File: config.mk
export PLATFORM = sky130hd
export DESIGN_NAME = if_id_register
export DESIGN_NICKNAME = d
export VERILOG_FILES = /design/src/mips_pkg.sv /design/src/stage_regs.sv
export SDC_FILE = /design/constraint.sdc
export NUM_CORES = 1
export LEC_CHECK = 0
export BUFFER_PORTS_ARGS = -buffer_cell sky130_fd_sc_hd__buf_2
export CAP_MARGIN = 20
export CELL_PAD_IN_SITES_DETAIL_PLACEMENT = 0
export CELL_PAD_IN_SITES_GLOBAL_PLACEMENT = 2
export CORE_MARGIN = 4
export CORE_UTILIZATION = 30
export DETAILED_ROUTE_END_ITERATION = 10
export PLACE_DENSITY_LB_ADDON = 0.15
export SYNTH_ARGS = -nofsm -noshare
export SYNTH_HDL_FRONTEND = slang
export SYNTH_SLANG_ARGS = --single-unit
File: constraint.sdc
create_clock -name clk -period 1.4 [get_ports clk]
set_clock_uncertainty 0.1 [all_clocks]
set_input_delay 0.42 -clock clk [delete_from_list [all_inputs] [get_ports clk]]
set_output_delay 0.42 -clock clk [all_outputs]
set_load 0.01 [all_outputs]
File: src/mips_pkg.sv
package mips_pkg;

  localparam int data_width     = 32;
  localparam int reg_addr_width = 5;

  typedef enum logic [5:0] {
    op_special = 6'h00,
    op_beq     = 6'h04,
    op_addiu   = 6'h09,
    op_lw      = 6'h23,
    op_sw      = 6'h2b
  } opcode_t;

  typedef enum logic [5:0] {
    fn_addu = 6'h21,
    fn_subu = 6'h23,
    fn_and  = 6'h24,
    fn_or   = 6'h25,
    fn_slt  = 6'h2a
  } funct_t;

  typedef enum logic [2:0] {
    alu_add,
    alu_sub,
    alu_and,
    alu_or,
    alu_slt
  } alu_op_t;

  typedef struct packed {
    opcode_t                   opcode;
    logic [reg_addr_width-1:0] rs;
    logic [reg_addr_width-1:0] rt;
    logic [reg_addr_width-1:0] rd;
    logic [4:0]                shamt;
    funct_t                    funct;
  } r_fmt_t;

  typedef struct packed {
    opcode_t                   opcode;
    logic [reg_addr_width-1:0] rs;
    logic [reg_addr_width-1:0] rt;
    logic [15:0]               imm;
  } i_fmt_t;

  // same 32 bits, seen as either format
  typedef union packed {
    r_fmt_t r_fmt;
    i_fmt_t i_fmt;
  } instr_t;

endpackage
File: src/stage_regs.sv
`timescale 1ns/1ps

module if_id_register (
  input  logic clk, rst_n, hold, stall, flush,
  input  logic [mips_pkg::data_width-1:0] instr_in, pc_in,
  output logic [mips_pkg::data_width-1:0] instr_out, pc_out
);
  always_ff @(posedge clk or negedge rst_n) begin
    if (!rst_n) begin
      instr_out <= '0;
      pc_out    <= '0;
    end else if (!hold) begin
      if (flush) begin
        instr_out <= '0;  // all-zero word decodes as a no-op
        pc_out    <= '0;
      end else if (!stall) begin
        instr_out <= instr_in;
        pc_out    <= pc_in;
      end
    end
  end
endmodule




# Yosys cells after proc, flatten, opt, wreduce, memory -nomap -nowiden
# Index checks and enable logic that the tools add are counted.
dict set report totals {
  input_bits 69
  memories 0
  ramBits 0
  regBits 64
  mem_bits_ro 0
  output_inout_bits 64
  latch_bits 0
}
dict set report op_classes {
  n_bitwise 1
  n_addsub 0
  mul 0
  shifts 0
  n_lt_le_gt_ge 0
  eq_ne 1
  mux 4
  reduce_logical 1
  div_mod_pow 0
}
# op n
set op_table {}
lappend op_table {{32-bit two-way mux} 4}
lappend op_table {{2-bit by 1-bit != test with 1-bit output, second input constant} 1}
lappend op_table {{2-bit AND reduction} 1}
lappend op_table {{1-bit inverter} 1}

# Logic depth before layout (Yosys ltp)
dict set report depth {
  word_depth 2
  ltp_mapped 5
  depth_no_buf 2
}

# Worst setup path before layout
# No wires, ideal clock.
dict set report synth_path {
  path_type {in2reg}
  from {in stall}
  to {reg instr_out[0] in the netlist's numbering}
  arrival_time_ns 1.180
  path_stages 5
  setup_time_ns 0.124
  slack_ns -0.004
  n_path_buf 3
  t_required_ns 1.176
  cell_sequence {buf_6 -> nor2b_4 -> buf_12 -> buf_8 -> a211o_1}
}
dict set report synth_via {
  elab_chain_cells 2
}
# element line
set synth_lines {}
lappend synth_lines {{start: declaration} stage_regs.sv:4} ;# input logic clk, rst_n, hold, stall, flush,
lappend synth_lines {{2-bit by 1-bit != test with 1-bit output (no line)} --}
lappend synth_lines {{2-bit AND reduction (no line)} --}
lappend synth_lines {{end signal: assignment} stage_regs.sv:17} ;# instr_out <= instr_in;
lappend synth_lines {{end: declaration} stage_regs.sv:6} ;# output logic [mips_pkg::data_width-1:0] instr_out, pc_out
# Every way passes these cells.
# A chain may end at the register's enable or synchronous reset.

# Worst setup path after layout
dict set report layout_path {
  from {reg pc_out[12] in the netlist's numbering}
  to {out pc_out[12] in the netlist's numbering}
}
# element line
set layout_rtl {}
lappend layout_rtl {{start: declaration} stage_regs.sv:6}
lappend layout_rtl {{start signal: assignment} stage_regs.sv:18} ;# pc_out <= pc_in;
# No word-level cell between the ends.

==> results.yml <==
worst_setup_path:
  setup.worst_path.end: "pc_out[12]"
  reg2reg_depth: 4
  reg2reg_slack_ps: 190
  cp-end-kind: "output pin"
  crit_type: "reg2out"
  critical_path_depth: 1
  startpoint_type: "flip-flop"
  slowest_delay_ps: 400
  crit_start: "pc_out[12]"
  cp_cell_sequence: "buf_2"
  cp.arrival_ps: 860
  worst_ep_required_time_ps: 880
  cpMaxStageDelayCell: "dfrtp_1"
  worstReg2RegStart: "pc_out[4]"
  worst-path-buf-inv: 1
  crit_family: "flip-flops"
  cp_max_fo: 3
  timing.rr.end: "pc_out[4]"
logic_synthesis:
  synth_area_um2: 3390
  synth-seq-area-share: 0.473
  synth.distinct_cells: 14
  avgSynthCellArea_um2: 11.6
  synth.ff_latch_count: 64
  yosysWarnings: 0
  syn_inst: 293
  syn-num-nets: 362
layout:
  nNetsFinal: 523
  drive_gt1_frac: 0.438
  final_common_cell: "buf_2"
  n_antenna_cell: 0
  layout_common_cells: "buf_2, and2_1, dfrtp_1, nor4b_1, a211o_1"
  area_growth_pct: 42.9
sta:
  fin_crit_sh: 0.988
  period_minus_slack_ps: 1380
  slew-limit-headroom: 0.759
  rsz0062_at_grt: "true"
  whs_ps: 12.8
  fmax_mhz: 723
  finalSetupTns_ps: 0
  tightest_slew_ps: 362
  setup_viol_count_final: 0
  slew_violations: 0
  timing.final.hold_violations: 0
clock_tree:
  clk_latency_ps: 320
  cts_tree: "done"
  clk_pin_slew_ps: 60
  cts_made_buffers: 9
  numClockSinks: 64
  clk_path_buf_depth: 2
  htreeDepth: 3
  cts_root_buf: "clkbuf_16"
  hold_buffers: 0
route:
  drc: 0
  avgViaCountPerCell: 4.94
  drtIter0Drc: 177
  dr.pass1.iters: 4
  routedWlPerCell_um: 16.2
  vias: 2962
  ant_nets: 0
  totalWireLength_mm: 9.70
pwr:
  p_int_mw: 4.16
  swShare: 0.263
  pwr-share-comb: 0.216
  p_switching_mw: 1.49
  p_per_area_nw_per_um2: 1170
  irDropWorstVdd_v: 0.000617
  clkPwrFrac: 0.395
  pwr-share-seq: 0.389
  p_leak_nw: 2.72
worst_hold_path:
  hold_path.class: "in2async"
run:
  cap_viol_max_count: 0
die:
  core_area_um2: 10900
  die_w_um: 114
  fp-row-count: 38
  ios: 133
  start_util: 0.310
  die-area_um2: 13100
  die_h_um: 114
global_route:
  grt_first_pass_wirelength_mm: 15.1
  grt_pass1_vias: 2859
  grt_use_total: 0.144
  grt_max_degree: 65
  grt-ovfl-total: 0
  grt_antenna_before_repair: 0
placement:
  hpwl_mm: 6.28
  numPortBuffers: 132
  gp_congestion: 0.710
status:
  status: "completed"
[registers in the layout, summed over array words and instances (netlist names)]
signal and flops:
pc_out 32, instr_out 32
[through the flow]
| step | instance area [um^2] | utilization | worst slack, ps | instances | power (mW) |
|---|---|---|---|---|---|
| after floorplan | 3390 | - | -3.58 | 293 | 2.79 |
| after global placement | 4230 | 0.387 | -100 | 549 | 3.25 |
| after detailed placement | 4230 | 0.387 | -143 | 549 | 3.27 |
| after CTS | 4550 | 0.416 | 0.457 | 568 | 5.55 |
| after global routing | 4840 | 0.443 | -15.8 | 599 | 5.93 |
| final | 4840 | 0.443 | 16.3 | 599 | 5.64 |
[metal layers]
layer	track usage	part of all wire	routed length [um]	vias up
met5	0	0	0	-
met4	0.0261	0.0069	67	0
met3	0.0576	0.080	778	6
met2	0.217	0.43	4160	88
met1	0.197	0.48	4700	1440
li1	-	-	-	1428
[layout make-up]
class                           count  area [um^2]
Timing Repair Buffer              185         1230
Clock inverter                      5         56.3
Sequential cell                    64         1600
Tap cell                          140          175
Multi-Input combinational cell    194         1540
Clock buffer                       11          243
Fill cell                        1085         6090
[power groups by stage]
stage | clock network [mW] | registers [mW] | logic, mW
final | 2.23 | 2.20 | 1.22
after global routing | 2.38 | 2.22 | 1.33
after CTS | 2.30 | 2.20 | 1.05
after detailed placement | 0 | 2.24 | 1.03
after global placement | 0 | 2.23 | 1.03
after floorplan | 0 | 2.32 | 0.464
[Yosys cell counts, drive strengths merged]
master / n / area, um^2
clkbuf: 6 / 22.5
and2: 64 / 400
dfrtp: 64 / 1600
nor2b: 4 / 32.5
nor4b: 61 / 534
buf: 29 / 229
nor2: 1 / 3.75
a221o: 3 / 30.0
a211o: 61 / 534
[what timing repair did]
action | 4_1_cts | 5_1_grt
resized for setup | 0 | 11
cloned | 0 | 0
setup endpoints to repair | 3 | 54
buffers inserted | 3 | 31
[cells by family after synthesis]
logic type | Yosys count | share of synthesized area
simple gates | 130 | 0.287
flops | 64 | 0.473
compound gates | 64 | 0.167
buf+inv | 35 | 0.0742
[worst min-delay path by stage]
stage | end | slack [ps] | start
global placement | pc_out[13] | 380 | rst_n
finish | pc_out[13] | 10 | rst_n
global route | pc_out[13] | 40 | rst_n
floorplan | instr_out[0] | 20 | rst_n
detailed placement | pc_out[13] | 370 | rst_n
CTS | pc_out[13] | 30 | rst_n
(Power assumes the default switching activity.)
