File: config.mk
export PLATFORM = sky130hd
export DESIGN_NAME = ex_mem_register
export DESIGN_NICKNAME = d
export VERILOG_FILES = /design/src/mips_pkg.sv /design/src/stage_regs.sv
export SDC_FILE = /design/constraint.sdc
export NUM_CORES = 1
export LEC_CHECK = 0
export BUFFER_PORTS_ARGS = -buffer_cell sky130_fd_sc_hd__buf_4
export CORE_UTILIZATION = 46
export DETAILED_ROUTE_END_ITERATION = 16
export MAX_ROUTING_LAYER = met4
export PLACE_DENSITY = 0.82
export SYNTH_ARGS = -nofsm -noshare
export SYNTH_HDL_FRONTEND = slang
export SYNTH_SLANG_ARGS = --single-unit
File: constraint.sdc
create_clock -name clk -period 0.8 [get_ports clk]
set_input_delay 0.08 -clock clk [delete_from_list [all_inputs] [get_ports clk]]
set_output_delay 0.08 -clock clk [all_outputs]
set_load 0.1 [all_outputs]
File: src/mips_pkg.sv
package mips_pkg;

  localparam int data_width     = 32;
  localparam int reg_addr_width = 5;

  typedef enum logic [5:0] {
    op_special = 6'h00,
    op_beq     = 6'h04,
    op_addiu   = 6'h09,
    op_lw      = 6'h23,
    op_sw      = 6'h2b
  } opcode_t;

  typedef enum logic [5:0] {
    fn_addu = 6'h21,
    fn_subu = 6'h23,
    fn_and  = 6'h24,
    fn_or   = 6'h25,
    fn_slt  = 6'h2a
  } funct_t;

  typedef enum logic [2:0] {
    alu_add,
    alu_sub,
    alu_and,
    alu_or,
    alu_slt
  } alu_op_t;

  typedef struct packed {
    opcode_t                   opcode;
    logic [reg_addr_width-1:0] rs;
    logic [reg_addr_width-1:0] rt;
    logic [reg_addr_width-1:0] rd;
    logic [4:0]                shamt;
    funct_t                    funct;
  } r_fmt_t;

  typedef struct packed {
    opcode_t                   opcode;
    logic [reg_addr_width-1:0] rs;
    logic [reg_addr_width-1:0] rt;
    logic [15:0]               imm;
  } i_fmt_t;

  // same 32 bits, seen as either format
  typedef union packed {
    r_fmt_t r_fmt;
    i_fmt_t i_fmt;
  } instr_t;

endpackage
File: src/stage_regs.sv
`timescale 1ns/1ps



module ex_mem_register (
  input  logic clk, rst_n, hold,
  input  logic [mips_pkg::data_width-1:0] alu_result_in, store_data_in,
  input  logic [mips_pkg::reg_addr_width-1:0] dest_in,
  input  logic mem_read_in, mem_write_in, reg_write_in,
  output logic [mips_pkg::data_width-1:0] alu_result_out, store_data_out,
  output logic [mips_pkg::reg_addr_width-1:0] dest_out,
  output logic mem_read_out, mem_write_out, reg_write_out
);
  always_ff @(posedge clk or negedge rst_n) begin
    if (!rst_n) begin
      {alu_result_out, store_data_out, dest_out} <= '0;
      {mem_read_out, mem_write_out, reg_write_out} <= '0;
    end else if (!hold) begin
      {alu_result_out, store_data_out, dest_out} <= {alu_result_in, store_data_in, dest_in};
      {mem_read_out, mem_write_out, reg_write_out} <= {mem_read_in, mem_write_in, reg_write_in};
    end
  end
endmodule


==> impl_results.md, run 1 <==
- Sequential fraction of the synthesis area: 0.595
- Cell Rows: 29
- Die height: approximately 83 µm
- Top cells by count, synth: dfrtp_1 (72), mux2_4 (70), buf_12 (7)
- IO buf count: 146
- Area contributors post-synth: dfrtp_1 (60%), mux2_4 (35%), buf_12 (4.6%)
- Total CTS buffers: 9
- H-tree Lvls: 3
- Last stage reached: 4_1_cts
- Num ports: 147
- #FFs+latches synth: 72
- Yosys top cell area share: 0.595
- Synth area leader: dfrtp_1
- Synth warnings: 0
- Die Span X: about 83 µm
- DP Worst Slack: -0.131 ns
- Placed Cells: between 300 and 400
- GPL Wtd Cong: between 0.7 and 0.8
- Status: aborted with a tool error
- Top FF cell, synth: dfrtp_1
- Ys async rst share: 1.00
- Clk root buf: clkbuf_8
- Initial Utilization: 0.477
- Gate Count Post-Synth: 152
- # resized after CTS: approximately 230
- Error msg: [ERROR DPL-0038] Utilization greater than 100%, impossible to legalize
- Mean post-synth cell area: between 15 and 20 µm²
- Cts hold-fix bufs: 73
- Count of different cell masters after synthesis: 5
- Post-CTS setup buffers: 16
- Count leader, synth: dfrtp_1
- Clk sinks: between 70 and 80
- Syn Std Cell Area: between 3000 and 4000 µm²
- CTS max path bufs: 2
- Post-synth EDFFs: 0
- Synthesized net count: 227
-- kinds of logic after synthesis --
family | Yosys count | share of synthesized area
mux | 72 | 0.355
buf+inv | 8 | 0.0500
flops | 72 | 0.595
-- through the flow --
step	cell area, µm²	hold slack, ns
2_1_floorplan	3300	-0.216
3_5_place_dp	4470	-0.0124
3_3_place_gp	4470	-0.0143
==> run 2, diff against run 1 <==
Settings changed: CORE_UTILIZATION 46 to 35, MAX_ROUTING_LAYER met4 to default, PLACE_DENSITY 0.82 to default, PLACE_DENSITY_LB_ADDON from default to 0.15.
==> impl_results.md, run 2 <==
- Yosys top cell area share: 0.595 (unchanged)
- Compound-Gate Fraction of Synth Area: 0 (unchanged)
- Final nets: approximately 480
- DR WL/cell: 17.7 µm
- RSZ-0062 raised after global routing: yes
- Fmax: around 0.9 GHz
- Synth warnings: 0 (unchanged)
- Slew @ Worst Pin: approximately 0.21 ns
- Largest net degree at the start of global routing: 39
- Count leader, synth: dfrtp_1
- Xor and xnor fraction of the mapped netlist area: 0 (unchanged)
- Top cells by count, synth: dfrtp_1 (72), mux2_4 (70), buf_12 (7)
- Post-synthesis mux area share: 0.355 (unchanged)
- Hold Crit Class: primary input to register
- Avg Vias per Cell: 4.47
- Psw: slightly above 5000 µW
- GPL Wtd Cong: 0.702 (-2.9%)
- Slew Viols, Final: 0
- Commonest cells after routing, fill and taps aside: buf_12 (78), buf_4 (75), dlygate4sd3_1 (72)
- Num ports: 147 (unchanged)
- Pre-Repair DR Iteration Count: 4
- Area of the core: 8300 µm²
- DRC: 0
- Max_slew headroom: 0.857
- Post-synth EDFFs: 0 (unchanged)
- #FFs+latches synth: 72 (unchanged)
- Final Critical Period: 1.10 ns
- Reg power frac: 0.348
- DP Worst Slack: -0.147 ns (-0.0157 ns)
- Pwr dens: approximately 2100 nW/µm²
- Initial Utilization: 0.365 (-0.112)
- Simple logic cell fraction of the synthesized area: 0 (unchanged)
- Max cap viols: 0
- Sequential fraction of the synthesis area: 0.595 (unchanged)
- IO buf count: 146 (unchanged)
- Synthesized net count: 227 (unchanged)
- Crit Path Category: register to primary output
- Routed wire length: about 9.1 mm
- Leakage: between 0.002 and 0.003 µW
- Setup crit end kind: primary output
- Combinational share of power: 0.447
- Vias in the first global route: ~2600
- Final Cell Area: 6530 µm²
- Gate Count Post-Synth: 152 (unchanged)
- CP cell instances: buf_12
- TritonCTS clock tree: built
- Clk_lat worst skew: approximately 0.32 ns
- GRT Util Overall: 0.203
- CP peak stage delay: 0.51 ns
- Int Pwr: slightly above 8000 µW
- Clk root buf: clkbuf_8
- Top FF cell, synth: dfrtp_1
- Final HPWL DP: ~4.7 mm
- Sw frac: 0.385
- Syn Std Cell Area: 3030 µm² (unchanged)
- Post-Route Setup TNS: -27.35 ns
- Via count: 2278
- Ys async rst share: 1.00 (unchanged)
- Clk sinks: 72 (unchanged)
- Register cell area after layout: 2070 µm²
- Final ANT Viol Nets: 0
- Cell Rows: 33 (+14%)
- Diode count: 0
- Violated checks: setup timing
- Setup ws final: -0.301 ns
- Die height: 95.0 µm (+14%)
- CTS max path bufs: 2 (unchanged)
- CP max-delay cell: dfrtp_4
- DP Area: 4520 µm² (+1.2%)
- Synth area leader: dfrtp_1
- Status: complete, but fails checks
- Maximum vdd drop: around 1100 µV
- Worst-path fanout max: 2
- Area grow syn2layout: 116%
- Count of different cell masters after synthesis: 5 (unchanged)
- Multi-input gate area: around 1100 µm²
- Total CTS buffers: 9 (unchanged)
- H-tree Lvls: 3 (unchanged)
- Area contributors post-synth: dfrtp_1 (60%), mux2_4 (35%), buf_12 (4.6%)
- Crit path DAT: between 1 and 1.5 ns
- Die Area: around 9000 µm²
- Die Span X: 95.0 µm (+14%)
- Crit path required time: approximately 0.72 ns
- CP Launch Type: register
- Most common cell after layout, fill and taps aside: buf_12
- Largest family of logic cells by synthesized area: multiplexers
- Fillers: roughly 450
- Starting DRC count in detailed routing: 30
- Endpoints failing setup: about 140
- Final Cycle Share: 1.38
- Total gr overflow: 0
- Adder-cell share of the synthesized area: 0 (unchanged)
- Mean post-synth cell area: 19.9 µm² (unchanged)
- Layout cell share with drive strength beyond 1: 0.812
- Clock transition time at the flip-flop clock pins of the worst setup and hold paths: ~0.08 ns
- WP buf/inv: 1
- Design Power: 13500 µW
- Clock Skews: 0 ns
- Initial antenna violation count: 0
- Crit-path leading delay family: flip-flops
- First-pass GRT wire length: ~13 mm
- Final hold violations: 0
- Clock power frac: 0.205
run 2: cell counts after synthesis:
No cell type changed its count.
run 2: through the flow:
step	hold WS, ns	utilization	instances
detailed placement	0.0689	0.545	403
global placement	0.0679	0.545	403
CTS	0.156	0.768	496
floorplan	-0.216	-	152
finish	0.168	0.787	510
global route	0.150	0.787	510
run 2: repair_timing:
item / CTS / global route
buffers inserted: 4 / 14
setup endpoints to repair: 143 / 144
hold buffers: 73 / 0
gates resized for setup: 218 / 15
hold endpoints to repair: 144 / 0
run 2: cells by family after synthesis:
kind of cell           Yosys count
buffers and inverters            8
DFF                             72
muxes                           72
run 2: final timing paths:
kind                                         start            endpoint  slack, ns  cells after the start
worst max-delay path            alu_result_out[16]  alu_result_out[16]      -0.30                      1
worst min-delay path                          hold  alu_result_out[29]       0.17                      2
worst max register to register  store_data_out[19]  store_data_out[19]      -0.20                      2
worst min register to register  alu_result_out[29]  alu_result_out[29]       0.54                      1
max in group asynchronous                    rst_n  store_data_out[21]       0.29                      3
min in group asynchronous                    rst_n  alu_result_out[19]       0.27                      3
run 2: power by group through the flow:
stage / registers (µW) / logic (µW) / clock network, µW
2_1_floorplan: 7260 / 755 / 0
3_3_place_gp: 4530 / 4540 / 0
3_5_place_dp: 4520 / 4570 / 0
4_1_cts: 4670 / 5840 / 2800
5_1_grt: 4740 / 6190 / 2980
6_report: 4700 / 6030 / 2760
run 2: cell type report:
type	count	share of cell area
tap	105	0.0201
clock buffer	12	0.0207
clock inverter	4	0.00690
timing repair buffer	245	0.470
sequential	72	0.317
multi-input combinational	72	0.165
run 2: per-layer routing:
layer / track usage / vias to the layer above / routed length, µm
met5: 0 / - / 0
met3: 0.0475 / 12 / 430
met1: 0.224 / 1155 / 3360
li1: - / 1020 / -
met4: 0.0732 / 0 / 120
met2: 0.377 / 91 / 5140
Note: power is estimated with default switching activity, not from simulation.
