==> src/mips_pkg.sv <==
package mips_pkg;

  localparam int data_width     = 32;
  localparam int reg_addr_width = 5;

  typedef enum logic [5:0] {
    op_special = 6'h00,
    op_beq     = 6'h04,
    op_addiu   = 6'h09,
    op_lw      = 6'h23,
    op_sw      = 6'h2b
  } opcode_t;

  typedef enum logic [5:0] {
    fn_addu = 6'h21,
    fn_subu = 6'h23,
    fn_and  = 6'h24,
    fn_or   = 6'h25,
    fn_slt  = 6'h2a
  } funct_t;

  typedef enum logic [2:0] {
    alu_add,
    alu_sub,
    alu_and,
    alu_or,
    alu_slt
  } alu_op_t;

  typedef struct packed {
    opcode_t                   opcode;
    logic [reg_addr_width-1:0] rs;
    logic [reg_addr_width-1:0] rt;
    logic [reg_addr_width-1:0] rd;
    logic [4:0]                shamt;
    funct_t                    funct;
  } r_fmt_t;

  typedef struct packed {
    opcode_t                   opcode;
    logic [reg_addr_width-1:0] rs;
    logic [reg_addr_width-1:0] rt;
    logic [15:0]               imm;
  } i_fmt_t;

  // same 32 bits, seen as either format
  typedef union packed {
    r_fmt_t r_fmt;
    i_fmt_t i_fmt;
  } instr_t;

endpackage
==> src/alu.sv <==
`timescale 1ns/1ps

module alu (
  input  logic [mips_pkg::data_width-1:0] rs_value, rt_value,
  input  logic [1:0] fwd_a, fwd_b,
  input  logic [mips_pkg::data_width-1:0] mem_value, wb_value, immediate,
  input  mips_pkg::alu_op_t alu_op,
  input  logic alu_src, branch,
  input  logic [mips_pkg::data_width-1:0] pc,
  output logic [mips_pkg::data_width-1:0] alu_result, store_data,
  output logic branch_taken,
  output logic [mips_pkg::data_width-1:0] branch_target
);
  import mips_pkg::*;

  logic [data_width-1:0] op_a, op_b;

  function automatic logic [data_width-1:0] pick(input logic [1:0] sel,
                                                 input logic [data_width-1:0] reg_value);
    case (sel)
      2'b10:   return mem_value;
      2'b01:   return wb_value;
      default: return reg_value;
    endcase
  endfunction

  always_comb begin
    op_a       = pick(fwd_a, rs_value);
    store_data = pick(fwd_b, rt_value);
    op_b       = alu_src ? immediate : store_data;
    case (alu_op)
      alu_add: alu_result = op_a + op_b;
      alu_sub: alu_result = op_a - op_b;
      alu_and: alu_result = op_a & op_b;
      alu_or:  alu_result = op_a | op_b;
      alu_slt: alu_result = {{(data_width-1){1'b0}}, $signed(op_a) < $signed(op_b)};
      default: alu_result = '0;
    endcase
  end

  assign branch_taken  = branch && (op_a == store_data);
  assign branch_target = pc + 32'd4 + {immediate[data_width-3:0], 2'b00};
endmodule

==> config.mk <==
export PLATFORM = sky130hd
export DESIGN_NAME = alu
export DESIGN_NICKNAME = d
export VERILOG_FILES = /design/src/mips_pkg.sv /design/src/alu.sv
export SDC_FILE = /design/constraint.sdc
export NUM_CORES = 1
export LEC_CHECK = 0
export BUFFER_PORTS_ARGS = -buffer_cell sky130_fd_sc_hd__buf_2
export CAP_MARGIN = 40
export CORE_ASPECT_RATIO = 2
export CORE_UTILIZATION = 30
export DETAILED_ROUTE_END_ITERATION = 12
export PLACE_DENSITY = 0.49
export SETUP_SLACK_MARGIN = 0.5
export SYNTH_ARGS = -nofsm -noshare
export SYNTH_HDL_FRONTEND = slang
export SYNTH_SLANG_ARGS = --single-unit
export TNS_END_PERCENT = 100
==> constraint.sdc <==
create_clock -name vclk -period 8.7
set_input_delay 1.74 -clock vclk [all_inputs]
set_output_delay 1.74 -clock vclk [all_outputs]
set_load 0.005 [all_outputs]
---- After elaboration in Yosys (flattened, before gate mapping) ----
Cells that the tools add are included.
word-level totals
  bits in registers ....................... 0
  input bits .............................. 201
  output and inout bits ................... 97
  logic and storage cells ................. 22
cells by class
  $add $sub $neg .......................... 4
  $lt $le $gt $ge ......................... 1
  equality and inequality tests ........... 9
  mux-type cells .......................... 4
  bitwise logic cells ..................... 2
  reduce and logical (&&, ||, !) cells .... 2
operators by type and width
  kind                     number
  $pmux W32 S5             1
  $pmux W32 S2             2
  $add A32 B32 Y32         2
  $add A32 B3 Y32 const B  1
  $and A32 B32 Y32         1
  $eq A32 B32 Y1           1
  $lt A32 B32 Y1           1
  $mux W32                 1
  $or A32 B32 Y32          1
  $sub A32 B32 Y32         1
  $eq A3 B2 Y1 const B     2
  $eq A2 B1 Y1 const B     2
  $eq A2 B2 Y1 const B     2
  $eq A3 B1 Y1 const B     1
  $eq A3 B3 Y1 const B     1
  $logic_not A3 Y1         1
  $logic_and A1 B1 Y1      1

---- Depth between registers and ports, before layout ----
  depth in word-level cells ............... 5
  gate-level depth with buffers ........... 19
  mapped depth without buffers ............ 17

---- Worst setup path after synthesis ----
OpenSTA, ideal clock, no wires.
  path kind ............................... input port to output port
  start ................................... input fwd_b[0]
  end ..................................... output alu_result[28] in the netlist's numbering
  data arrival time ....................... 5.796 ns
  data required time ...................... 6.960 ns
  path slack .............................. 1.164 ns
  stages on the path ...................... 18
  buffers on the path ..................... 3
  cell sequence ........................... inv_1 > ha_1 > clkbuf_1 > buf_1 > buf_1 > o21a_1 > o21ai_0 > ha_1 > fa_1 > a21o_1 > a21oi_1 > o21ai_1 > a211oi_1 > a211o_1 > and4_1 > nor3_1 > or4_1 > nand3_1
on the way
  cells in the longest elaborated chain, start to end .. 5
  elaborated cells between the ends (all ways) .. 9
  classes of those cells .................. 2 x add/sub; 2 x eq/ne; 3 x mux; 2 x bitwise
ends and longest elaborated chain
  item                                                 line       RTL
  from (decl)                                          alu.sv:5   input logic [1:0] fwd_a, fwd_b,
  $eq A2 B1 Y1 / $eq A2 B2 Y1 (equally long branches)  alu.sv:20  case (sel)
  $pmux W32 S2 (*)                                     alu.sv:20
  $mux W32 (*)                                         alu.sv:30  op_b = alu_src ? immediate : store_data;
  $sub A32 B32 Y32, or another cell as far along       alu.sv:33  alu_sub: alu_result = op_a - op_b;
  $pmux W32 S5 (*)                                     alu.sv:31  case (alu_op)
  to (decl)                                            alu.sv:10  output logic [mips_pkg::data_width-1:0] alu_result, store_data,
Every way passes the cells marked *; elsewhere a longest branch is shown, timed or not.

---- Final worst setup path ----
  start ................................... input fwd_b[1]
  end ..................................... output alu_result[27] in the netlist's numbering
The elaborated chain is that of the path after synthesis.

==> run summary <==
status: completed
area grow syn2layout: 22.4%
DR vias/cell: 5.52
max cap viols: 0
Hold Fails Final Rpt: 0
die area: 0.0292 mm²
antenna violations before repair: 3
final-layout fill cell count: 3212
CLK BUF: 0
post-route ant nets: 0
DR WL/cell: 21.7 µm
worst setup path startpoint: fwd_b[1]
CP endpoint: alu_result[27]
FF/Latch Area: 0 µm²
setup bufs post-CTS: 0
Pwr Density: 103 mW/mm²
drt drc: 0
Buffers on Ports: 294
syn_nets: 1691
crit path DAT: 6.17 ns
period utilization: 91.0%
hold wc startpoint: pc[0]
Synth area leaders: ha_1, a21oi_1, xnor2_1
core box area: 0.0281 mm²
total global routing overflow: 0
largest net degree at the start of global routing: 50
post-synthesis cell count: 1316
Tightest Pin Transition: 0.829 ns
Slowest cell on crit path: or4_4
Multi-input gate area: 0.00776 mm²
synth cell count leaders: ha_1, nor2_1, a21oi_1, inv_1, nand2_1
Peak VDD IR: 0.0511 mV
worst hold path type: input port to output port
Die W: 121 µm
Yosys top cell area share: 25.0%
fin. max-slew vios: 0
Die H: 241 µm
most common cell in the synthesized netlist: ha_1
worst path cell trace: buf_2, inv_1, ha_1, buf_4, a22oi_1, nor2_1, a21oi_1, o21ai_0, ha_1, or4_4, o21bai_1, o211ai_1, a21oi_2, a221oi_4, o211ai_1, o211ai_1, nor3_1, nor4b_2, buf_2
Yosys cell types: 73
Rel. slew slack: 44.7%
Final #Nets: 1943
Yosys warning total: 0
Seq/Total Area, Yosys: 0%
minimum clock period: 7.91 ns
syn_area_per_cell: 6.49 µm²
P_leak: 5.40 nW
Seq cells: 0
First-pass DRT Iterations: 5
FP Rows: 87
number of global-route vias before repair: 10822
placer congestion estimate: 0.996
IO Pins: 298
initial DRC count: 528
Fin Setup TNS: 0 ns
Vias: 10635
setup violators final: 0
starting density of the core: 30.4%
layout cells sized above 1: 22.4%
Cell Area, Synth: 0.00854 mm²
all-layer global routing usage: 27.6%
Setup crit end kind: output port
crit path kind: input port to output port
CP Max Fanout: 32
area leader, netlist: ha_1
drt total wl: 41.8 mm
CP Launch Type: input port
cell mode on critical path: o211ai_1
Max Clk Rate: 0.126 GHz
DP HPWL: 36.5 mm
RSZ-0062 raised after global routing: false
final core utilization: 37.2%
WP data required: 6.96 ns
first-pass GRT wire length: 61.3 mm
CP max stage delay: 0.56 ns
[critical path, delay by kind of cell]
kind	cells	cell delay, ns
AND/OR/NAND/NOR	4	1.03
buffers and inverters	4	0.56
AO/OA/AOI/OAI	9	2.15
adder cells (fa/ha/maj)	2	0.65
[where the power goes]
part / total (mW) / leakage [nW] / switching [mW] / internal, mW
clock network: 0.0000000462 / 0.0000190 / 0 / 0.0000000462
logic: 1.08 / 5.40 / 0.655 / 0.423
registers: 0 / 0 / 0 / 0
total: 1.08 / 5.40 / 0.655 / 0.423
[cells by family after synthesis]
group / Yosys count / synth area share [%]
muxes: 12 / 1.41
adders and majority gates: 174 / 25.7
buffers and inverters: 213 / 9.58
and+or+nand+nor: 371 / 19.5
AOI/OAI and AO/OA: 465 / 35.5
xor gates and xnor gates: 81 / 8.30
[per-layer routing]
layer	wire (µm)	share of wire (%)	vias up	GRT usage, %
met5	0	0	-	0
met2	22900	55	396	55.2
met1	14600	35	4996	27.1
met4	2420	5.8	0	14.3
met3	1880	4.5	96	2.81
li1	-	-	5147	-
[how the worst min path moves through the flow]
stage                             to  cells past startpoint
global route        branch_target[0]                      0
floorplan           branch_target[0]                      1
global placement    branch_target[0]                      0
detailed placement  branch_target[0]                      0
CTS                 branch_target[0]                      0
finish              branch_target[0]                      0
[final cells by class]
class                           count  area share, %
Inverter                          136           4.88
Timing Repair Buffer              327           16.6
Tap cell                          356           4.26
Antenna cell                        3         0.0718
Multi-Input combinational cell   1103           74.2
[placed cells by master (no fill, tap or decap), types with 10 or more instances in the layout]
master,Yosys,final
o211ai_1,11,11
inv_1,135,135
or3_1,13,13
o21bai_1,15,15
a21o_1,24,24
a31oi_1,10,10
o22ai_1,12,12
o21a_1,25,25
xnor2_1,68,68
nand2b_1,10,10
nor2b_1,10,10
nand2_1,110,110
a22oi_1,64,64
nand3_1,14,14
buf_2,3,293
a21oi_1,147,147
nor3_1,19,19
nor2_1,151,151
xor2_1,13,13
buf_4,2,33
ha_1,171,168
a211oi_1,17,17
o21ai_0,77,77
mux2i_1,12,12
nand4_1,13,13
[per-stage QoR]
stage	hold slack [ns]	power (mW)	setup slack, ns	cell area (µm²)	instances
final	3.48	1.08	0.786	10500	1925
after global routing	3.48	1.18	0.533	10500	1925
after CTS	3.48	1.07	0.639	10400	1922
after detailed placement	3.48	1.06	0.660	10400	1922
after global placement	3.48	1.07	0.753	10400	1922
after floorplan	3.56	0.676	1.16	8540	1316
[timing repair]
action | in CTS | in global routing
resized for setup | 0 | 4
endpoints found under the setup margin | 0 | 6
hold endpoints to repair | 0 | 0
hold buffers | 0 | 0
Note: power is estimated with default switching activity, not from simulation.
