--- config.mk ---
export PLATFORM = sky130hd
export DESIGN_NAME = id_ex_register
export DESIGN_NICKNAME = d
export VERILOG_FILES = /design/src/mips_pkg.sv /design/src/stage_regs.sv
export SDC_FILE = /design/constraint.sdc
export NUM_CORES = 1
export LEC_CHECK = 0
export BUFFER_PORTS_ARGS = -buffer_cell sky130_fd_sc_hd__buf_2
export CELL_PAD_IN_SITES_DETAIL_PLACEMENT = 1
export CELL_PAD_IN_SITES_GLOBAL_PLACEMENT = 2
export CORE_MARGIN = 1
export CORE_UTILIZATION = 27
export DETAILED_ROUTE_END_ITERATION = 6
export PLACE_DENSITY = 0.89
export SLEW_MARGIN = 10
export SYNTH_ARGS = -nofsm -noshare
export SYNTH_HDL_FRONTEND = slang
export SYNTH_SLANG_ARGS = --single-unit
export TNS_END_PERCENT = 100
--- constraint.sdc ---
create_clock -name clk -period 0.8 [get_ports clk]
set_input_delay 0.04 -clock clk [delete_from_list [all_inputs] [get_ports clk]]
set_output_delay 0.04 -clock clk [all_outputs]
set_load 0.01 [all_outputs]
--- src/mips_pkg.sv ---
package mips_pkg;

  localparam int data_width     = 32;
  localparam int reg_addr_width = 5;

  typedef enum logic [5:0] {
    op_special = 6'h00,
    op_beq     = 6'h04,
    op_addiu   = 6'h09,
    op_lw      = 6'h23,
    op_sw      = 6'h2b
  } opcode_t;

  typedef enum logic [5:0] {
    fn_addu = 6'h21,
    fn_subu = 6'h23,
    fn_and  = 6'h24,
    fn_or   = 6'h25,
    fn_slt  = 6'h2a
  } funct_t;

  typedef enum logic [2:0] {
    alu_add,
    alu_sub,
    alu_and,
    alu_or,
    alu_slt
  } alu_op_t;

  typedef struct packed {
    opcode_t                   opcode;
    logic [reg_addr_width-1:0] rs;
    logic [reg_addr_width-1:0] rt;
    logic [reg_addr_width-1:0] rd;
    logic [4:0]                shamt;
    funct_t                    funct;
  } r_fmt_t;

  typedef struct packed {
    opcode_t                   opcode;
    logic [reg_addr_width-1:0] rs;
    logic [reg_addr_width-1:0] rt;
    logic [15:0]               imm;
  } i_fmt_t;

  // same 32 bits, seen as either format
  typedef union packed {
    r_fmt_t r_fmt;
    i_fmt_t i_fmt;
  } instr_t;

endpackage
--- src/stage_regs.sv ---
`timescale 1ns/1ps


module id_ex_register (
  input  logic clk, rst_n, hold, stall, flush,
  input  logic [mips_pkg::reg_addr_width-1:0] rs_in, rt_in, rd_in,
  input  logic [mips_pkg::data_width-1:0] read_data_1_in, read_data_2_in,
  input  logic [mips_pkg::data_width-1:0] immediate_in, pc_in,
  input  mips_pkg::alu_op_t alu_op_in,
  input  logic alu_src_in, mem_read_in, mem_write_in, branch_in, reg_write_in,
  output logic [mips_pkg::reg_addr_width-1:0] rs_out, rt_out, rd_out,
  output logic [mips_pkg::data_width-1:0] read_data_1_out, read_data_2_out,
  output logic [mips_pkg::data_width-1:0] immediate_out, pc_out,
  output mips_pkg::alu_op_t alu_op_out,
  output logic alu_src_out, mem_read_out, mem_write_out, branch_out, reg_write_out
);
  import mips_pkg::*;

  logic bubble;

  assign bubble = stall || flush;  // load-use gap or squashed branch shadow

  always_ff @(posedge clk or negedge rst_n) begin
    if (!rst_n) begin
      {rs_out, rt_out, rd_out} <= '0;
      {read_data_1_out, read_data_2_out, immediate_out, pc_out} <= '0;
      {alu_src_out, mem_read_out, mem_write_out, branch_out, reg_write_out} <= '0;
      alu_op_out <= alu_add;
    end else if (!hold) begin
      if (bubble) begin
        {rs_out, rt_out, rd_out} <= '0;
        {read_data_1_out, read_data_2_out, immediate_out, pc_out} <= '0;
        {alu_src_out, mem_read_out, mem_write_out, branch_out, reg_write_out} <= '0;
        alu_op_out <= alu_add;
      end else begin
        {rs_out, rt_out, rd_out} <= {rs_in, rt_in, rd_in};
        {read_data_1_out, read_data_2_out, immediate_out, pc_out} <=
          {read_data_1_in, read_data_2_in, immediate_in, pc_in};
        {alu_src_out, mem_read_out, mem_write_out, branch_out, reg_write_out} <=
          {alu_src_in, mem_read_in, mem_write_in, branch_in, reg_write_in};
        alu_op_out <= alu_op_in;
      end
    end
  end
endmodule



# ---- After elaboration in Yosys (flattened, before gate mapping)
# Index checks and enable logic that the tools add are counted.
dict set report totals {
  reg_bits 151
  latchBits 0
  ram_bits 0
  romBits 0
  in_bits 156
  out_inout_bits 151
  wordCells 27
  n_memories 0
}
dict set report classes {
  n_addsub 0
  n_mul 0
  div_mod_pow 0
  magnitude_cmp 0
  eq_ne 0
  n_shift 0
  n_mux 13
  bitwise 0
  reduce_logical 1
}
# operator n
set op_table {}
lappend op_table {{2-to-1 mux 32 bit} 4}
lappend op_table {{2-to-1 mux 5 bit} 3}
lappend op_table {{2-to-1 mux 1 bit} 5}
lappend op_table {{2-to-1 mux 3 bit} 1}
lappend op_table {{logical OR 1 bit} 1}

# ---- Logic depth before layout (Yosys ltp)
dict set report logic_depth {
  ltp_word 2
  ltp_mapped 5
  mapped_depth_nobuf 2
}

# ---- Worst setup path before layout
# Ideal clock, no wire load.
dict set report synth_path {
  kind {input to register}
  startpoint {input port flush}
  endpoint {register immediate_out[21] in the netlist's numbering}
  setup_time_ns 0.074
  arrival_time_ns 0.785
  required_ns 0.726
  path_slack_ns -0.059
  path_stages 5
  path_buffers 3
  cell_sequence {or2_1 buf_6 buf_12 buf_6 o21ai_2}
}
dict set report synth_between {
  elab_chain_len 2
}
# element line
set synth_lines {}
lappend synth_lines {{start, declared} stage_regs.sv:5} ;# input logic clk, rst_n, hold, stall, flush,
lappend synth_lines {{logical OR 1 bit} stage_regs.sv:21} ;# assign bubble = stall || flush;
lappend synth_lines {{2-to-1 mux 32 bit} stage_regs.sv:30} ;# if (bubble) begin
lappend synth_lines {{end signal, assigned} stage_regs.sv:37} ;# {read_data_1_out, read_data_2_out, immediate_out, pc_out} <=
lappend synth_lines {{end, declared} stage_regs.sv:13} ;# output logic [mips_pkg::data_width-1:0] immediate_out, pc_out,
# No other way between the ends.
# A chain may end at the register's enable or synchronous reset.

# ---- Worst setup path in the final report
dict set report layout_path {
  startpoint {register read_data_1_out[29] in the netlist's numbering}
  endpoint {output port read_data_1_out[29] in the netlist's numbering}
}
# element line
set layout_lines {}
lappend layout_lines {{start, declared} stage_regs.sv:12} ;# output logic [mips_pkg::data_width-1:0] read_data_1_out, read_data_2_out,
lappend layout_lines {{start signal, assigned} stage_regs.sv:37}
# No word-level cell between the ends.

==> summary.txt <==
GRT
  – First-pass GRT wire length: 39500 um
  – Grt total ovfl: 0
  – Vias in the first global route: 7336
  – Largest net degree at the start of global routing: 67
  – Total Routing Usage GR: 19.7%
  – Initial antenna violation count: 4

Synth
  – Netlist cell types: 12
  – Yosys reg bits: 151
  – Largest cells by area after synthesis: dfrtp_1 (57%), nand2b_1 (14%), o21ai_2 (9.2%)
  – YS warnings: 0
  – Avg Cell Area, Syn: 10.1 um^2
  – Post-Syn Instances: 655
  – Synth Cell Area: 0.00663 mm^2
  – Register area share after synthesis: 57.0%
  – Syn Nets: 811
  – Post-synth top area share: 57.0%
  – Largest area contributor in the netlist: dfrtp_1

Detailed routing
  – Vias: 6854
  – Initial DRC count: 299
  – Avg WL per Cell: 17.7 um
  – Routed Antenna Nets: 0
  – Via/cell ratio: 4.47
  – Drt pass-1 iters: 4
  – Final wirelength: 27200 um
  – DRC: 0

Placement
  – Pre-CTS setup slack: -0.211 ns
  – Final Wtd Congestion: 0.796
  – PortBufs: 306
  – Dpl cell area: 0.00862 mm^2
  – Post-DP HPWL: 14200 um

Setup path
  – WS Path Type: reg -> out
  – CP Launch Type: register
  – Reg-to-Reg Start: read_data_2_out[19]
  – RR Endpoint: read_data_2_out[19]
  – WP buf/inv: 1
  – Crit-path slowest cell: dfrtp_1
  – Worst Setup End Kind: output port
  – Critical path arrival: 1.00 ns
  – Crit-path max FO: 2
  – Worst Path Required: 0.76 ns
  – Max incr delay on CP: 0.43 ns
  – Delay-heaviest family, CP: flip-flops
  – Reg2reg path depth: 4
  – Flop-to-flop setup slack: -0.10 ns
  – Critical-path cell list: buf_6

STA
  – Final setup violation count: 160
  – Worst slew pin tran: 0.406 ns
  – RSZ-0062 raised after global routing: yes
  – Worst slew margin: 72.9%
  – Skew final: 0 ns
  – Final Max Slew Viols: 0
  – Setup ws final: -0.236 ns
  – Final period util: 129%
  – Maximum clock rate: 966 MHz
  – Clock period minus worst slack: 1.04 ns
  – Final hold vios: 0

Min path
  – Hold path depth: 3
  – Hold path start: hold
  – Worst Hold Class: in -> reg
  – WHS Endpoint: read_data_1_out[25]

Run
  – Max-cap violations: 0

Power
  – Static leakage: 5.90 nW
  – Worst vdd ir: 0.000987 V
  – Pwr Density: 1680 mW/mm^2

Final layout
  – Layout cells sized above 1: 46.2%
  – Area growth from synthesis to layout: 79.4%
  – Cell area after layout: 0.0119 mm^2
  – Nets@finish: 1354

Floorplan
  – Area of the core: 0.0238 mm^2
  – Num ports: 307
  – Row count: 56
  – Vert. Die Dim: 159 um
  – Die W: 159 um
  – Area of the die: 0.0252 mm^2
  – Initial Util: 27.9%

Clocking
  – Max clock buf depth: 2
  – Root Buffer: clkbuf_16
  – H-tree levels: 4
  – Worst-path clk slew: 0.07 ns
  – Worst skew pair latency: 0.42 ns
  – TritonCTS clock tree: done
  – Clk sink count: 151
  – CTS Buf Count: 17

Status
  – Status: finished with violations
  – Failing checks: setup timing
power breakdown:
part | total (mW) | internal (mW) | switching (mW)
logic | 3.90 | 2.12 | 1.78
registers | 8.36 | 8.06 | 0.301
clock network | 7.79 | 4.22 | 3.57
metal layers:
| metal | wire [um] | part of all wire, % | vias to the layer above | GRT usage [%] |
|---|---|---|---|---|
| li1 | - | - | 3199 | - |
| met1 | 10600 | 39 | 3339 | 22.7 |
| met2 | 14200 | 52 | 264 | 34.8 |
| met3 | 1740 | 6.4 | 52 | 5.36 |
| met4 | 720 | 2.6 | 0 | 7.02 |
| met5 | 0 | 0 | - | 0 |
placed cells by master (no fill, tap or decap):
cell type      count
nand2b_1         151
nand2_2           25
o21ai_0           32
clkinvlp_4         5
buf_6             77
inv_8              1
clkbuf_8           2
inv_6              5
nand2_4            1
nand2_1          125
diode_2            4
o21ai_1           40
buf_4            100
or2_4              1
clkbuf_16         17
buf_2            235
dlygate4sd3_1    153
o21ai_2           79
buf_12             9
dfrtp_1          151
clkinv_4           2
cell type report:
| cell class | instances | area, um^2 |
|---|---|---|
| fillers | 2661 | 11900 |
| repair buffers | 574 | 4510 |
| flip-flops and latches | 151 | 3780 |
| multi-input cells | 454 | 2640 |
| clock buffers | 19 | 453 |
| well taps | 319 | 399 |
| clock inverters | 13 | 110 |
| diodes | 4 | 10.0 |
cells in the mapped netlist:
cell type / instances
dfrtp_1: 151
nand2_1: 151
nand2b_1: 151
o21ai_2: 70
o21ai_0: 48
o21ai_1: 33
clkbuf_1: 20
buf_2: 17
buf_6: 9
buf_12: 2
buf_4: 2
or2_1: 1
worst max-delay path by stage:
stage,from,end,slack [ns],cells past startpoint
after global routing,read_data_2_out[10],read_data_2_out[10],-0.27,1
after detailed placement,flush,branch_out,-0.21,4
after CTS,pc_out[1],pc_out[1],-0.23,1
final,read_data_1_out[29],read_data_1_out[29],-0.24,1
after global placement,flush,rt_out[3],-0.16,4
after floorplan,flush,immediate_out[21],-0.06,5
sequential cells by signal (all words and copies together) (netlist names):
signal           count
immediate_out       32
pc_out              32
read_data_1_out     32
read_data_2_out     32
rd_out               5
rs_out               5
rt_out               5
alu_op_out           3
alu_src_out          1
branch_out           1
mem_read_out         1
mem_write_out        1
reg_write_out        1
metrics by stage:
step | hold WS, ns | setup TNS [ns] | instances | power [mW] | util [%]
global placement | -0.0684 | -18.80 | 1263 | 10.9 | 36.3
finish | 0.0377 | -28.65 | 1534 | 20.0 | 50.1
CTS | 0.0175 | -31.71 | 1475 | 19.7 | 47.0
global route | 0.0524 | -35.37 | 1534 | 20.9 | 50.1
floorplan | -0.256 | -4.56 | 655 | 9.62 | -
detailed placement | -0.0713 | -21.53 | 1263 | 11.0 | 36.3
cell families (layout without fill, tap and decap cells):
kind of cell    count (synthesis)  after routing  share of synthesized area (%)
buf+inv                        50            606                           4.77
compound gates                151            151                           15.4
other cells                     0              4                              0
flops                         151            151                           57.0
simple gates                  303            303                           22.9
timing repair:
action / 4_1_cts / 5_1_grt
resized for setup: 44 / 92
hold buffers: 153 / 0
endpoints found under the hold margin: 302 / 0
setup endpoints to repair: 151 / 163
pin swaps: 0 / 4
buffers inserted: 27 / 61
Note: power is estimated with default switching activity, not from simulation.
