### src/mips_pkg.sv
package mips_pkg;

  localparam int data_width     = 32;
  localparam int reg_addr_width = 5;

  typedef enum logic [5:0] {
    op_special = 6'h00,
    op_beq     = 6'h04,
    op_addiu   = 6'h09,
    op_lw      = 6'h23,
    op_sw      = 6'h2b
  } opcode_t;

  typedef enum logic [5:0] {
    fn_addu = 6'h21,
    fn_subu = 6'h23,
    fn_and  = 6'h24,
    fn_or   = 6'h25,
    fn_slt  = 6'h2a
  } funct_t;

  typedef enum logic [2:0] {
    alu_add,
    alu_sub,
    alu_and,
    alu_or,
    alu_slt
  } alu_op_t;

  typedef struct packed {
    opcode_t                   opcode;
    logic [reg_addr_width-1:0] rs;
    logic [reg_addr_width-1:0] rt;
    logic [reg_addr_width-1:0] rd;
    logic [4:0]                shamt;
    funct_t                    funct;
  } r_fmt_t;

  typedef struct packed {
    opcode_t                   opcode;
    logic [reg_addr_width-1:0] rs;
    logic [reg_addr_width-1:0] rt;
    logic [15:0]               imm;
  } i_fmt_t;

  // same 32 bits, seen as either format
  typedef union packed {
    r_fmt_t r_fmt;
    i_fmt_t i_fmt;
  } instr_t;

endpackage
### src/hazard_unit.sv
`timescale 1ns/1ps

module hazard_unit (
  input  logic [mips_pkg::reg_addr_width-1:0] id_rs, id_rt,
  input  logic [mips_pkg::reg_addr_width-1:0] ex_dest,
  input  logic ex_mem_read, ex_reg_write,
  input  logic [mips_pkg::reg_addr_width-1:0] mem_dest,
  input  logic mem_reg_write,
  input  logic [mips_pkg::reg_addr_width-1:0] wb_dest,
  input  logic wb_reg_write,
  input  logic [mips_pkg::reg_addr_width-1:0] ex_rs, ex_rt,
  input  logic branch_taken, mem_busy,
  output logic [1:0] fwd_a, fwd_b,
  output logic stall, flush, hold
);
  import mips_pkg::*;

  // 2'b10 memory stage, 2'b01 write-back stage, 2'b00 register file
  function automatic logic [1:0] fwd_sel(input logic [reg_addr_width-1:0] src);
    if (mem_reg_write && mem_dest != '0 && mem_dest == src) return 2'b10;
    if (wb_reg_write && wb_dest != '0 && wb_dest == src) return 2'b01;
    return 2'b00;
  endfunction

  always_comb begin
    fwd_a = fwd_sel(ex_rs);
    fwd_b = fwd_sel(ex_rt);
  end

  assign stall = ex_mem_read && ex_reg_write && ex_dest != '0 &&
                 (ex_dest == id_rs || ex_dest == id_rt);
  assign flush = branch_taken;
  assign hold  = mem_busy;  // bus wait freezes every stage
endmodule

### config.mk
export PLATFORM = sky130hd
export DESIGN_NAME = hazard_unit
export DESIGN_NICKNAME = d
export VERILOG_FILES = /design/src/mips_pkg.sv /design/src/hazard_unit.sv
export SDC_FILE = /design/constraint.sdc
export NUM_CORES = 1
export LEC_CHECK = 0
export BUFFER_PORTS_ARGS = -buffer_cell sky130_fd_sc_hd__buf_2
export CAP_MARGIN = 20
export CORE_AREA = 2 2 39 41
export DETAILED_ROUTE_END_ITERATION = 6
export DIE_AREA = 0 0 41 43
export PLACE_DENSITY = 0.74
export SYNTH_ARGS = -nofsm -noshare
export SYNTH_HDL_FRONTEND = slang
export SYNTH_SLANG_ARGS = --single-unit
### constraint.sdc
create_clock -name vclk -period 2.47
set_clock_uncertainty 0.1 [all_clocks]
set_input_delay 0.741 -clock vclk [all_inputs]
set_output_delay 0.741 -clock vclk [all_outputs]
set_load 0.005 [all_outputs]
== Word level (Yosys, flattened, before mapping) ==
Cells that the tools add are included.

* Register bits after elaboration: 0
* Input port bits: 41
* Word-level logic and storage cells: 33

* Equality and inequality tests: 6
* Muxes and demuxes: 14
* Reduce and logical (&&, ||, !) cells: 13

{| class="wikitable"
|+ Operator list
! kind !! number
|-
| equality test 5 bit || 6
|-
| two-way mux 2 bit || 8
|-
| nonzero test 5 bit || 3
|-
| logical AND 1 bit || 9
|-
| two-way mux 1 bit || 6
|-
| logical OR 1 bit || 1
|}

== Depth between registers and ports, before layout ==
* Depth after elaboration: 7
* Mapped depth: 4
* Depth with buffers taken out: 4

== Worst setup path before layout ==
Ideal clock, no wire load.

* Path type: input-to-output
* Start: input port mem_dest[1] in the netlist's numbering
* End: output port fwd_a[0]
* Arrival: 1781 ps
* Setup slack: -152 ps
* Stages: 4
* Path buffers: 0
* Cells stage by stage: or4_1 -> o21ai_2 -> nor4_1 -> nor4_2

* Longest elaborated chain between the ends: 5
* Elaborated cells between the ends (all ways): 6
* Those cells by class: eq/ne (1); mux (2); reduce/logical (3)

{| class="wikitable"
|+ RTL lines
! element !! RTL line !! source
|-
| start, declared || hazard_unit.sv:7 || <nowiki>input logic [mips_pkg::reg_addr_width-1:0] mem_dest,</nowiki>
|-
| nonzero test 5 bit || hazard_unit.sv:20 || <nowiki>if (mem_reg_write && mem_dest != '0 && mem_dest == src) return 2'b10;</nowiki>
|-
| logical AND 1 bit || hazard_unit.sv:20 ||
|-
| logical AND 1 bit (*) || hazard_unit.sv:20 ||
|-
| two-way mux 1 bit (*) || hazard_unit.sv:20 ||
|-
| two-way mux 2 bit (*) || hazard_unit.sv:21 || <nowiki>if (wb_reg_write && wb_dest != '0 && wb_dest == src) return 2'b01;</nowiki>
|-
| end, declared || hazard_unit.sv:13 || <nowiki>output logic [1:0] fwd_a, fwd_b,</nowiki>
|}

Mark *: on every way between the ends. The rest lies on a longest branch, timed or not.

== Final worst setup path ==
* Start: input port ex_rt[2] in the netlist's numbering
* End: output port fwd_b[0]

* Longest elaborated chain between the ends: 6
* Elaborated cells between the ends (all ways): 10
* Those cells by class: eq/ne (2); mux (6); reduce/logical (2)

{| class="wikitable"
|+ RTL lines
! element !! RTL line !! source
|-
| start, declared || hazard_unit.sv:11 || <nowiki>input logic [mips_pkg::reg_addr_width-1:0] ex_rs, ex_rt,</nowiki>
|-
| equality test 5 bit || hazard_unit.sv:21 ||
|-
| logical AND 1 bit || hazard_unit.sv:21 ||
|-
| two-way mux 1 bit (2 in a row) || hazard_unit.sv:21 ||
|-
| two-way mux 2 bit || hazard_unit.sv:22 || <nowiki>return 2'b00;</nowiki>
|-
| two-way mux 2 bit (*) || hazard_unit.sv:21 ||
|-
| end, declared || hazard_unit.sv:13 ||
|}

Mark *: on every way between the ends. The rest lies on a longest branch, timed or not. The select of a mux whose other input is x is not followed.

==> results.md <==
- Of all nets on the critical path, the largest fanout is 2.
- The initial antenna violation count is 0.
- IR analysis of the VDD net gives a maximum drop of between 0.00008 and 0.00009 V.
- The number of nets handed over by synthesis was between 90 and 100.
- The number of DRC violations after detailed-routing iteration 0 is 1.
- The worst setup path is launched from an input port.
- The min-delay analysis places its worst path in the category input port to output pin.
- The startpoint identified for the worst hold timing path is mem_busy.
- Routability-driven placement finished with a final weighted congestion of around 0.70.
- The worst pin sits at a relative slew slack of 79.4%.
- At the end of the flow, the number of nets in the layout was between 150 and 200.
- The sequential cell area is 0 µm².
- The time the worst path needs with I/O delays and setup is 2810 ps.
- By area the synthesized netlist is led by sky130_fd_sc_hd__xor2_1 (43%), sky130_fd_sc_hd__xnor2_1 (21%), sky130_fd_sc_hd__or4_1 (9.2%).
- The cell taking the most area after synthesis is sky130_fd_sc_hd__xor2_1.
- Entering global routing, the biggest net connects 4 pins.
- The signed area change from the synthesized netlist to the final layout is 108%.
- The proportion of layout cells with a drive suffix above 1 is 61.5%.
- The design has 0 sequential cells.
- The flow ran to the end, but the final reports show violations.
- The finished cells cover 851 µm².
- The clock buffers instantiated in the layout total 0.
- Sequential elements use 0% of the synthesized area.
- The floorplan step defined a die boundary enclosing 0.00176 mm².
- The total count of hold-check failures in the final report came to 0.
- The endpoint of the worst hold-timing path is hold.
- The worst setup path is captured at an output pin.
- For this run, the total global-route usage over all layers was measured as 16.9%.
- The number of global-route vias before repair is ~600.
- In the synthesized netlist, the number of instances is 51.
- For this design the ratio of total power to cell area is 158 mW/mm².
- The total via count after detailed routing is ~610.
- The first global-routing pass estimated 2130 µm of wire.
- After global routing the overflow that remains totals 0.
- Data arrives at the worst endpoint at 1970 ps.
- The checks that failed: negative setup slack.
- Yosys printed 0 warnings.
- In the routed layout, each cell is associated on average with a via count of 4.84.
- The vertical die dimension is 43 µm.
- In the routed design, unresolved DRC markers number 0.
- The number of unique standard cell types used by synthesis is 12.
- The cell count after placement is about 120.
- At the worst endpoint, the required time is 1630 ps.
- The hold buffer count at CTS is 0.
- Setup repair after global routing could not meet its margin everywhere.
- 0 antenna diodes ended up in the layout.
- The starting utilization of the core area is 29.6%.
- The final wirelength is 1480 µm.
- The post-detailed-placement cell area is 747 µm².
- The first TritonRoute pass finished after 2 iterations.
- The synthesized design devotes to its leading area cell type a little over two fifths of total area.
- The count of nets left with antenna violations once routing finished came out at 0.
- In this run the static leakage power is 0.408 nW.
- The area of the mapped netlist is 409 µm².
- The floorplan has 14 rows.
- The setup slack of the critical path after layout is -341 ps.
- The maximum operating frequency is 356 MHz.
- The share of the clock period used by the worst path after layout is 114%.
- The count of max-cap constraint violations is 0.
- The I/O pin total is 48.
- The setup TNS is -989 ps.
- The core area is between 0.001 and 0.0015 mm².
- Setup violations remaining at the end of the flow were counted as 5.
- Counting instances, the worst hold path has a depth of 0.
- Measured on the finished design, the core utilization comes to 61.5%.
- The number of max-slew violations in the final report is 0.
- After detailed routing, the average wire length per cell comes to 11.8 µm.
- The horizontal die dimension is 41 µm.
- The mean cell area of the mapped netlist is 8.02 µm².
- Once layout is complete, the cells apart from fillers number 125.
- The count of input and output buffers is 44.
- The number of fill cells in the layout is 117.
- The pin slew with the least headroom to its limit is 307 ps.
- The critical path class is input port to output pin.
==> synthesized netlist by cell type, drive strengths merged <==
| cell | number |
|---|---|
| xnor2 | 10 |
| nand3 | 4 |
| o211ai | 1 |
| xor2 | 20 |
| buf | 2 |
| a21oi | 1 |
| or4 | 5 |
| o21ai | 2 |
| nor4 | 4 |
| nor3 | 2 |
==> critical path, cell delays in order <==
cell and delay (ps):
sky130_fd_sc_hd__buf_6 100, sky130_fd_sc_hd__xor2_1 160, sky130_fd_sc_hd__or4_1 530, sky130_fd_sc_hd__nor4_2 290, sky130_fd_sc_hd__buf_2 160
==> metrics by stage <==
stage | power [mW] | hold slack (ps) | setup slack, ps
6_report | 0.135 | 1380 | -341
5_1_grt | 0.147 | 1380 | -361
4_1_cts | 0.129 | 1380 | -323
3_5_place_dp | 0.117 | 1380 | -357
3_3_place_gp | 0.113 | 1380 | -325
2_1_floorplan | 0.0468 | 1460 | -67.5
==> worst max-delay path by stage <==
stage,startpoint,to,slack [ps],cells past startpoint
3_3_place_gp,ex_rt[4],fwd_b[0],-320,5
2_1_floorplan,ex_rs[4],fwd_a[0],-70,3
3_5_place_dp,ex_rt[4],fwd_b[0],-360,5
4_1_cts,ex_rt[2],fwd_b[0],-320,5
6_report,ex_rt[2],fwd_b[0],-340,5
5_1_grt,ex_rt[2],fwd_b[0],-360,5
==> per-layer routing <==
layer,share of wire [%],GRT usage [%],vias to the layer above,routed length [µm]
met3,13,1.57,0,196
met5,0,0,-,0
met2,59,38.8,40,865
met1,28,13.3,269,415
met4,0,0,0,0
li1,-,-,296,-
==> layout make-up <==
cell class,instances,area (µm²),area share [%]
multi-input cells,49,430,50.6
repair buffers,60,400,47.1
well taps,16,20.0,2.35
==> repair_timing <==
| item | in CTS | in global routing |
|---|---|---|
| endpoints found under the hold margin | 0 | 0 |
| pin swaps | 3 | 2 |
| resized for setup | 15 | 4 |
| setup endpoints to repair | 5 | 5 |
| setup buffers | 0 | 1 |
==> cells in the final DEF (no fill, tap or decap) <==
cell type	n
sky130_fd_sc_hd__nand3_1	4
sky130_fd_sc_hd__or4_4	2
sky130_fd_sc_hd__nor4_2	3
sky130_fd_sc_hd__xnor2_1	10
sky130_fd_sc_hd__or4_1	3
sky130_fd_sc_hd__xor2_1	20
sky130_fd_sc_hd__buf_4	16
sky130_fd_sc_hd__o211ai_1	1
sky130_fd_sc_hd__nor4_4	1
sky130_fd_sc_hd__buf_2	35
sky130_fd_sc_hd__o21ai_1	1
sky130_fd_sc_hd__buf_8	1
sky130_fd_sc_hd__buf_6	8
sky130_fd_sc_hd__a21oi_1	1
sky130_fd_sc_hd__nor3_1	2
sky130_fd_sc_hd__o21ai_4	1
==> cells by family (layout without fill, tap and decap cells) <==
family                    count (synthesis)  in the layout  synth area share, %
and+or+nand+nor                          15             15                 25.7
buffers and inverters                     2             60                 3.67
AOI/OAI and AO/OA                         4              4                 6.42
xor gates and xnor gates                 30             30                 64.2
==> where the power goes <==
group	internal [mW]	switching (mW)	leakage, nW
sequential	0	0	0
combinational	0.0791	0.0556	0.408
clock	0	0	0
total	0.0791	0.0556	0.408
Power figures use the tool's default switching activity.
